[src/fc_pkg.sv]
package fc_pkg;

  //////////////////////////////////////////////////////////////////////
  // Widths and fixed-point format
  //////////////////////////////////////////////////////////////////////

  // Lanes per engine, also neurons per group and elements per word
  localparam int LANES  = 4;
  localparam int DATA_W = 8;
  localparam int WORD_W = LANES * DATA_W;
  localparam int ACC_W  = 24;

  // Requantization of the biased sum back to 8 bits
  localparam int FRAC_SHIFT = 6;
  localparam int SAT_MAX    = 127;

  //////////////////////////////////////////////////////////////////////
  // Data types
  //////////////////////////////////////////////////////////////////////

  typedef logic signed [DATA_W-1:0]   elem_t;
  typedef logic        [WORD_W-1:0]   word_t;
  typedef logic signed [ACC_W-1:0]    acc_t;
  typedef logic signed [2*DATA_W-1:0] prod_t;

  // Loader: feature fill, then bias and weight pass-through
  typedef enum logic {
    LOAD_FEAT,
    STREAM
  } loader_state_e;

  typedef enum logic [1:0] {
    ENG_BIAS,
    ENG_MAC,
    ENG_DRAIN,
    ENG_OUT
  } engine_state_e;

  // Index width for a range of depth entries, never below one bit
  function automatic int addr_w(input int depth);
    return (depth > 1) ? $clog2(depth) : 1;
  endfunction

endpackage
[src/fc_top.sv]
module fc_top
  import fc_pkg::*;
#(
  parameter int N_FEAT   = 16,
  parameter int N_GROUPS = 3
) (
  input  logic                               clk,
  input  logic                               rstn,
  input  logic                               in_valid,
  output logic                               in_ready,
  input  word_t                              in_data,
  output logic                               out_valid,
  input  logic                               out_ready,
  output word_t                              out_data,
  output logic                               out_last,
  output logic                               done,
  output logic [addr_w(N_GROUPS*LANES)-1:0]  max_idx
);

  localparam int DEPTH = N_FEAT / LANES;
  localparam int AW    = addr_w(DEPTH);

  logic          wr_en;
  logic [AW-1:0] wr_addr;
  word_t         wr_data;
  logic [AW-1:0] rd_addr;
  word_t         rd_data;
  logic          w_valid;
  logic          w_ready;
  word_t         w_data;
  logic          layer_done;

  fc_loader #(
    .N_FEAT (N_FEAT)
  ) u_loader (
    .clk        (clk),
    .rstn       (rstn),
    .in_valid   (in_valid),
    .in_ready   (in_ready),
    .in_data    (in_data),
    .wr_en      (wr_en),
    .wr_addr    (wr_addr),
    .wr_data    (wr_data),
    .w_valid    (w_valid),
    .w_ready    (w_ready),
    .w_data     (w_data),
    .layer_done (layer_done)
  );

  feat_buffer #(
    .DEPTH (DEPTH)
  ) u_buffer (
    .clk     (clk),
    .wr_en   (wr_en),
    .wr_addr (wr_addr),
    .wr_data (wr_data),
    .rd_addr (rd_addr),
    .rd_data (rd_data)
  );

  fc_engine #(
    .N_FEAT   (N_FEAT),
    .N_GROUPS (N_GROUPS)
  ) u_engine (
    .clk        (clk),
    .rstn       (rstn),
    .w_valid    (w_valid),
    .w_ready    (w_ready),
    .w_data     (w_data),
    .rd_addr    (rd_addr),
    .rd_data    (rd_data),
    .layer_done (layer_done),
    .out_valid  (out_valid),
    .out_ready  (out_ready),
    .out_data   (out_data),
    .out_last   (out_last),
    .done       (done),
    .max_idx    (max_idx)
  );

endmodule

[src/fc_engine.sv]
module fc_engine
  import fc_pkg::*;
#(
  parameter int N_FEAT   = 16,
  parameter int N_GROUPS = 3
) (
  input  logic                                  clk,
  input  logic                                  rstn,
  input  logic                                  w_valid,
  output logic                                  w_ready,
  input  word_t                                 w_data,
  output logic [addr_w(N_FEAT/LANES)-1:0]       rd_addr,
  input  word_t                                 rd_data,
  output logic                                  layer_done,
  output logic                                  out_valid,
  input  logic                                  out_ready,
  output word_t                                 out_data,
  output logic                                  out_last,
  output logic                                  done,
  output logic [addr_w(N_GROUPS*LANES)-1:0]     max_idx
);

  localparam int AW    = addr_w(N_FEAT / LANES);
  localparam int SEL_W = $clog2(LANES);
  localparam int FI_W  = AW + SEL_W;
  localparam int GW    = addr_w(N_GROUPS);
  localparam int MW    = addr_w(N_GROUPS * LANES);
  localparam elem_t MIN_ELEM = {1'b1, {(DATA_W-1){1'b0}}};

  engine_state_e     state;
  logic [FI_W-1:0]   feat_idx;
  logic [GW-1:0]     group_idx;
  logic              addr_stable;
  logic              w_take;
  logic              issue;
  logic              out_hs;
  elem_t             feat_byte;
  word_t             bias_q;
  word_t             quant_word;
  acc_t              lane_sum [LANES];
  logic [LANES-1:0]  lane_valid;
  elem_t             run_val;
  logic [MW-1:0]     run_idx;
  elem_t             best_val;
  logic [MW-1:0]     best_idx;

  // Bias add, clamp at zero, saturate, drop the fraction bits
  function automatic elem_t requant(input acc_t s, input elem_t b);
    acc_t t;
    t = s + acc_t'(b);
    if (t < 0) begin
      return '0;
    end else if ((t >>> FRAC_SHIFT) > SAT_MAX) begin
      return elem_t'(SAT_MAX);
    end
    return elem_t'(t >>> FRAC_SHIFT);
  endfunction

  //////////////////////////////////////////////////////////////////////
  // Weight intake and lane issue
  //////////////////////////////////////////////////////////////////////

  // Wait one cycle after each address change for the buffer to catch up
  assign w_ready = addr_stable && (state == ENG_BIAS || state == ENG_MAC);
  assign w_take  = w_valid && w_ready;
  assign issue   = w_take && (state == ENG_MAC);

  assign rd_addr   = feat_idx[FI_W-1:SEL_W];
  assign feat_byte = rd_data[DATA_W*feat_idx[SEL_W-1:0] +: DATA_W];

  for (genvar i = 0; i < LANES; i++) begin : g_lane
    pe_lane u_lane (
      .clk       (clk),
      .rstn      (rstn),
      .issue     (issue),
      .first     (feat_idx == '0),
      .last      (feat_idx == FI_W'(N_FEAT - 1)),
      .feat      (feat_byte),
      .weight    (w_data[DATA_W*i +: DATA_W]),
      .sum       (lane_sum[i]),
      .sum_valid (lane_valid[i])
    );
  end

  //////////////////////////////////////////////////////////////////////
  // Output word and argmax
  //////////////////////////////////////////////////////////////////////

  always_comb begin
    for (int i = 0; i < LANES; i++) begin
      quant_word[DATA_W*i +: DATA_W] = requant(lane_sum[i], bias_q[DATA_W*i +: DATA_W]);
    end
  end

  assign out_hs     = out_valid && out_ready;
  assign layer_done = out_hs && out_last;

  // Lane order with >= so a tie moves to the later index
  always_comb begin
    elem_t cand;
    best_val = (group_idx == '0) ? MIN_ELEM : run_val;
    best_idx = run_idx;
    for (int i = 0; i < LANES; i++) begin
      cand = elem_t'(out_data[DATA_W*i +: DATA_W]);
      if (cand >= best_val) begin
        best_val = cand;
        best_idx = MW'(group_idx * LANES + i);
      end
    end
  end

  always_ff @(posedge clk) begin
    if (w_take && state == ENG_BIAS) begin
      bias_q <= w_data;
    end
    if (state == ENG_DRAIN && (&lane_valid)) begin
      out_data <= quant_word;
    end
    if (out_hs) begin
      run_val <= best_val;
      run_idx <= best_idx;
    end
  end

  //////////////////////////////////////////////////////////////////////
  // Group sequencing
  //////////////////////////////////////////////////////////////////////

  always_ff @(posedge clk) begin
    if (!rstn) begin
      state       <= ENG_BIAS;
      feat_idx    <= '0;
      group_idx   <= '0;
      addr_stable <= 1'b0;
      out_valid   <= 1'b0;
      out_last    <= 1'b0;
      done        <= 1'b0;
      max_idx     <= '0;
    end else begin
      addr_stable <= !w_take;
      done        <= 1'b0;
      case (state)
        ENG_BIAS: begin
          if (w_take) begin
            state <= ENG_MAC;
          end
        end
        ENG_MAC: begin
          if (w_take) begin
            if (feat_idx == FI_W'(N_FEAT - 1)) begin
              feat_idx <= '0;
              state    <= ENG_DRAIN;
            end else begin
              feat_idx <= feat_idx + 1'b1;
            end
          end
        end
        ENG_DRAIN: begin
          if (&lane_valid) begin
            out_valid <= 1'b1;
            out_last  <= (group_idx == GW'(N_GROUPS - 1));
            state     <= ENG_OUT;
          end
        end
        ENG_OUT: begin
          if (out_ready) begin
            out_valid <= 1'b0;
            out_last  <= 1'b0;
            state     <= ENG_BIAS;
            if (out_last) begin
              group_idx <= '0;
              done      <= 1'b1;
              max_idx   <= best_idx;
            end else begin
              group_idx <= group_idx + 1'b1;
            end
          end
        end
        default: state <= ENG_BIAS;
      endcase
    end
  end

endmodule

[src/fc_loader.sv]
module fc_loader
  import fc_pkg::*;
#(
  parameter int N_FEAT = 16
) (
  input  logic                               clk,
  input  logic                               rstn,
  // Input stream
  input  logic                               in_valid,
  output logic                               in_ready,
  input  word_t                              in_data,
  // Feature buffer write port
  output logic                               wr_en,
  output logic [addr_w(N_FEAT/LANES)-1:0]    wr_addr,
  output word_t                              wr_data,
  // Bias and weight stream to the engine
  output logic                               w_valid,
  input  logic                               w_ready,
  output word_t                              w_data,
  input  logic                               layer_done
);

  localparam int DEPTH = N_FEAT / LANES;
  localparam int AW    = addr_w(DEPTH);

  loader_state_e   state;
  logic [AW-1:0]   word_cnt;
  logic            feat_en;

  // Feature words are taken freely, the rest follows the engine
  assign in_ready = (state == LOAD_FEAT) ? feat_en : w_ready;

  assign wr_en   = (state == LOAD_FEAT) && in_valid && in_ready;
  assign wr_addr = word_cnt;
  assign wr_data = in_data;

  // Straight pass-through in STREAM
  assign w_valid = (state == STREAM) && in_valid;
  assign w_data  = in_data;

  always_ff @(posedge clk) begin
    if (!rstn) begin
      state    <= LOAD_FEAT;
      word_cnt <= '0;
      feat_en  <= 1'b0;
    end else begin
      feat_en <= 1'b1;
      case (state)
        LOAD_FEAT: begin
          if (wr_en) begin
            if (word_cnt == AW'(DEPTH - 1)) begin
              word_cnt <= '0;
              state    <= STREAM;
            end else begin
              word_cnt <= word_cnt + 1'b1;
            end
          end
        end
        STREAM: begin
          // Next layer starts with a fresh feature vector
          if (layer_done) begin
            state <= LOAD_FEAT;
          end
        end
        default: state <= LOAD_FEAT;
      endcase
    end
  end

endmodule

[src/pe_lane.sv]
module pe_lane
  import fc_pkg::*;
(
  input  logic  clk,
  input  logic  rstn,
  input  logic  issue,
  input  logic  first,
  input  logic  last,
  input  elem_t feat,
  input  elem_t weight,
  output acc_t  sum,
  output logic  sum_valid
);

  logic [DATA_W-1:0]   mag_a;
  logic [DATA_W-1:0]   mag_b;
  logic [2*DATA_W-1:0] pp_sum;

  // Stage registers
  logic [DATA_W-1:0]   mag_a_s1;
  logic [DATA_W-1:0]   mag_b_s1;
  logic                sign_s1;
  logic                sign_s2;
  logic [2*DATA_W-1:0] mag_prod_s2;
  prod_t               prod_s3;

  // Item tags travelling alongside the data
  logic v1, v2, v3;
  logic f1, f2, f3;
  logic l1, l2, l3;

  //////////////////////////////////////////////////////////////////////
  // Sign-magnitude multiply
  //////////////////////////////////////////////////////////////////////

  // -128 gives magnitude 128, which still fits the unsigned byte
  assign mag_a = feat[DATA_W-1] ? -feat : feat;
  assign mag_b = weight[DATA_W-1] ? -weight : weight;

  // Shift-and-add of the partial products
  always_comb begin
    pp_sum = '0;
    for (int i = 0; i < DATA_W; i++) begin
      if (mag_b_s1[i]) begin
        pp_sum = pp_sum + ({{DATA_W{1'b0}}, mag_a_s1} << i);
      end
    end
  end

  always_ff @(posedge clk) begin
    mag_a_s1    <= mag_a;
    mag_b_s1    <= mag_b;
    sign_s1     <= feat[DATA_W-1] ^ weight[DATA_W-1];
    f1          <= first;
    l1          <= last;
    mag_prod_s2 <= pp_sum;
    sign_s2     <= sign_s1;
    f2          <= f1;
    l2          <= l1;
    prod_s3     <= sign_s2 ? -prod_t'(mag_prod_s2) : prod_t'(mag_prod_s2);
    f3          <= f2;
    l3          <= l2;
  end

  //////////////////////////////////////////////////////////////////////
  // Accumulate
  //////////////////////////////////////////////////////////////////////

  // First product of a neuron starts a new sum
  always_ff @(posedge clk) begin
    if (v3) begin
      if (f3) begin
        sum <= acc_t'(prod_s3);
      end else begin
        sum <= sum + acc_t'(prod_s3);
      end
    end
  end

  always_ff @(posedge clk) begin
    if (!rstn) begin
      v1        <= 1'b0;
      v2        <= 1'b0;
      v3        <= 1'b0;
      sum_valid <= 1'b0;
    end else begin
      v1        <= issue;
      v2        <= v1;
      v3        <= v2;
      sum_valid <= v3 && l3;
    end
  end

endmodule

[src/feat_buffer.sv]
module feat_buffer
  import fc_pkg::*;
#(
  parameter int DEPTH = 4
) (
  input  logic                      clk,
  input  logic                      wr_en,
  input  logic [addr_w(DEPTH)-1:0]  wr_addr,
  input  word_t                     wr_data,
  input  logic [addr_w(DEPTH)-1:0]  rd_addr,
  output word_t                     rd_data
);

  // One word per four features, reused by every group of the layer
  word_t mem [DEPTH];

  always_ff @(posedge clk) begin
    if (wr_en) begin
      mem[wr_addr] <= wr_data;
    end
  end

  // Registered read, data follows the address by one cycle
  always_ff @(posedge clk) begin
    rd_data <= mem[rd_addr];
  end

endmodule

[config.mk]
export PLATFORM = sky130hd
export DESIGN_NAME = fc_top
export DESIGN_NICKNAME = d
export VERILOG_FILES = /design/src/fc_pkg.sv /design/src/fc_top.sv /design/src/fc_engine.sv /design/src/fc_loader.sv /design/src/pe_lane.sv /design/src/feat_buffer.sv
export SDC_FILE = /design/constraint.sdc
export NUM_CORES = 2
export LEC_CHECK = 0
export ABC_AREA = 1
export ABC_CLOCK_PERIOD_IN_PS = 12000
export BUFFER_PORTS_ARGS = -buffer_cell sky130_fd_sc_hd__buf_2
export CAP_MARGIN = 30
export CORE_MARGIN = 2
export CORE_UTILIZATION = 45
export DETAILED_ROUTE_END_ITERATION = 12
export GPL_TIMING_DRIVEN = 0
export PLACE_DENSITY = 0.66
export SLEW_MARGIN = 15
export SYNTH_ARGS = -nofsm -noshare
export SYNTH_HDL_FRONTEND = slang
export SYNTH_SLANG_ARGS = --single-unit
export TNS_END_PERCENT = 1
[constraint.sdc]
create_clock -name clk -period 12 [get_ports clk]
set_input_delay 0.6 -clock clk [delete_from_list [all_inputs] [get_ports clk]]
set_output_delay 0.6 -clock clk [all_outputs]
set_load 0.01 [all_outputs]
==> results.md <==
* Utilization after layout at 50.1%
* Number of sinks driven by the clock tree at 538
* Clock edge transition at the registers on the reported setup and hold paths at about 0.070 ns
* Combined area of all synthesized cells at about 0.042 sq mm
* EDFF count, synth at 300
* Maximum root-to-sink buffer count at 3
* Post-CTS resize count at 0
* Fraction of power consumed by the clock network at about a quarter
* Area fraction of the dominant cell type after synthesis at a little over a fifth
* Clock root buffer: sky130_fd_sc_hd__clkbuf_16
* Fraction of power consumed by sequential logic at a little under a third
* Tmin final at around 9 ns
* Hold slack at around 0.18 ns
* Relative slew margins at between 30% and 40%
* Detailed-route vias per instance at ~5.3
* Achievable Freq at ~110 MHz
* Top cells by area in the synthesized netlist: sky130_fd_sc_hd__edfxtp_1 (22%), sky130_fd_sc_hd__ha_1 (14%), sky130_fd_sc_hd__nand2_1 (12%)
* Global-route wire length before repair at about 180000 um
* Multi-input logic area at 0.0251 sq mm
* Netlist cell types at roughly 60
* Final setup fails at 0
* Logic gate share of total power at between 40 and 50%
* Post-CTS Setup Repair Bufs at 0
* Total routed wirelength at 112000 um
* Layout Area Growth over Synthesis at 10.3%
* Largest net degree at the start of global routing at 52
* Fin cells at approximately 7000
* Max stage delay on crit path at ~0.53 ns
* CP Class: reg2reg
* Number of standard cells after synthesis at around 5500
* Vias in the first global route at approximately 34000
* Share of synthesized area occupied by flip-flops and latches at approximately a third
* Unrepaired setup endpoints after global routing: no
* Share of flip-flops with an asynchronous set or reset at 0%
* Footprint of the flip-flops and latches at approximately 0.014 sq mm
* Kind of end point of the critical path: flop
* Synth warnings at 0
* Fraction of layout instances using a drive strength above 1 at under 10%
* Routed length per instance at about 16 um
* Syn_area_per_cell at ~7.6 sq um
* Core footprint at about 0.092 sq mm
* Num rows at around 110
* Actual transition at the worst max-transition pin at 1.03 ns
* FF+latch count, synth at between 500 and 600
* Number of port buffers at 75
* Fin crit share at around three quarters
* Pwr Density at 166 mW/mm^2
* IR drop worst, VDD at roughly 0.15 mV
* Net count, final at 6169
* Final hold violation count at 0
* Total number of H-tree levels at 2
* HP Class: in2reg
* RD Place Congestion at slightly above 0.9
* Via total after detailed routing at 36300
* All-Layer GR Usage at a little under a quarter
* Die Width at between 300 and 400 um
* Internal power at around 4.6 mW
* Run status: complete, no violations
* CP Data Required Time at 12.52 ns
* Number of antenna violations at the first check in global routing at 10
* Critical path's most frequent cell: sky130_fd_sc_hd__nand2_1
* Fillcell total at 8822
* Initial core utilization at ~45%
* HPWL after detailed placement at ~88000 um
* Antenna Nets Post-Route at 0
* Worst Clk Skew at 0.0545 ns
* CP max stage cell: sky130_fd_sc_hd__dfxtp_2
* Switching share of total power at 39.1%
* Later-pin clock latency in the skew report at between 0.6 and 0.7 ns
* Detailed Routing Iterations Pass 1 at 5
* Leakage dissipation at 21.6 nW
* Number of remaining DRC errors at 0
* Grt ovf at 0
* Number of max-capacitance violations reported at 0
* Die Y at 308 um
* Critical path startpoint category: flop
* Total I/O pin count at 76
* Synth area leader: sky130_fd_sc_hd__edfxtp_1
* TritonCTS clock tree: built
* Power dissipated by switching net loads at slightly below 3 mW
* Standard cell area after detailed placement at ~0.044 sq mm
* Critical path fanouts, max at 28
* DR iter-0 viols at about 2700
* Setup TNS at 0 ns
* Post-synth top flop: sky130_fd_sc_hd__edfxtp_1
* Hold-fix buffers, CTS at 0
* Full die area at around 0.095 sq mm
* Critical Path AT at about 9.5 ns
* Placed cells at about 6800
* Post-route cell area at 0.0459 sq mm
* Count of final max-slew check failures at 0
* Inserted Clock Buffers at 57
[power groups by stage]
stage / combinational, mW / sequential, mW / clock [mW]
floorplan: 2.69 / 2.34 / 0
global placement: 3.21 / 2.42 / 0
detailed placement: 3.33 / 2.40 / 0
CTS: 3.36 / 2.36 / 1.89
global route: 3.90 / 2.39 / 1.96
finish: 3.37 / 2.37 / 1.86
[sequential cells by signal, summed over array words and instances (netlist names), 2 cells and up]
signal,flops
u_engine.group_idx,2
u_engine.run_idx,4
u_engine.g_lane.u_lane.prod_s3,64
u_engine.state,2
u_buffer.rd_data,32
u_engine.g_lane.u_lane.sign_s2,4
u_engine.out_data,32
u_engine.run_val,8
u_engine.g_lane.u_lane.sign_s1,4
u_loader.wr_addr,2
u_engine.max_idx,4
u_engine.feat_idx,4
u_engine.g_lane.u_lane.mag_prod_s2,64
u_engine.g_lane.u_lane.mag_a_s1,8
u_engine.g_lane.u_lane.sum,96
u_buffer.mem,128
u_engine.bias_q,32
u_engine.g_lane.u_lane.mag_b_s1,32
[path summary, 6_finish.rpt]
check,startpoint,end,slack (ns),cells after the start
min,in_data[16],u_engine.g_lane[2].u_lane.mag_b_s1[0],0.18,1
min reg2reg,u_engine.g_lane[1].u_lane.sign_s1,u_engine.g_lane[1].u_lane.sign_s2,0.33,0
max,u_engine.g_lane[0].u_lane.mag_a_s1[1],u_engine.g_lane[2].u_lane.mag_prod_s2[14],3.00,44
max reg2reg,u_engine.g_lane[0].u_lane.mag_a_s1[1],u_engine.g_lane[2].u_lane.mag_prod_s2[14],3.00,44
[cells by family (layout without fill, tap and decap cells)]
logic type	after synthesis	count (layout)	share of synthesized area [%]
AND/OR/NAND/NOR	2434	2434	25.4
AO/OA/AOI/OAI	1001	1001	13.5
buffers and inverters	729	932	6.66
flip-flops	538	538	33.1
adder cells (fa/ha/maj)	505	505	15.8
XOR/XNOR	263	263	5.57
other	1	5	0.00901
[layout by cell type (no fill, tap or decap), types with 72 or more instances in the layout]
master and n:
sky130_fd_sc_hd__nand4_1 95, sky130_fd_sc_hd__clkbuf_1 72, sky130_fd_sc_hd__a21oi_1 404, sky130_fd_sc_hd__nor2_1 365, sky130_fd_sc_hd__inv_1 612, sky130_fd_sc_hd__or2_2 80
sky130_fd_sc_hd__buf_2 83, sky130_fd_sc_hd__xnor2_1 94, sky130_fd_sc_hd__xor2_1 167, sky130_fd_sc_hd__nand3_1 372, sky130_fd_sc_hd__dfxtp_1 229, sky130_fd_sc_hd__ha_1 473
sky130_fd_sc_hd__o21ai_0 308, sky130_fd_sc_hd__nand2_1 1337, sky130_fd_sc_hd__edfxtp_1 300
[metrics by stage]
stage / setup slack [ns] / total power, mW
3_3_place_gp: 0.470 / 5.63
6_report: 3.00 / 7.60
5_1_grt: 2.05 / 8.25
2_1_floorplan: 2.68 / 5.04
3_5_place_dp: 3.05 / 5.73
4_1_cts: 3.02 / 7.61
[area by class of cell]
| cell class | instances | share of cell area (%) |
|---|---|---|
| multi-input combinational | 4207 | 54.7 |
| sequential | 538 | 30.0 |
| inverter | 634 | 5.18 |
| clock buffer | 70 | 3.51 |
| tap | 1186 | 3.23 |
| timing repair buffer | 95 | 1.58 |
| clock inverter | 38 | 0.910 |
| buffer | 95 | 0.855 |
| antenna | 1 | 0.00545 |
[Yosys cell counts (all sizes together) (34+ instances only)]
cell,n
dfxtp,238
nor3,64
a21oi,416
xor2,169
nand3,383
nand4,95
inv,626
ha,473
or2,85
edfxtp,300
xnor2,94
clkbuf,68
o21ai,382
and2,41
o21bai,44
o22ai,34
nor2,381
nand2,1352
[metal layers]
layer  vias to the layer above  wire length, um  track usage (%)
met3                       132             6040             2.82
met1                     16500            54200             33.4
met2                       832            48400             37.2
met5                         -               46                0
met4                         8             3110             6.52
li1                      18800                -                -
[critical path: cells and delay by family, from the launching register on]
kind	cells	cell delay [ns]
and+or+nand+nor	14	1.70
DFF	1	0.53
buffers and inverters	8	1.04
adders and majority gates	9	3.24
xor gates and xnor gates	3	0.45
AOI/OAI and AO/OA	10	1.82
Power figures use the tool's default switching activity.
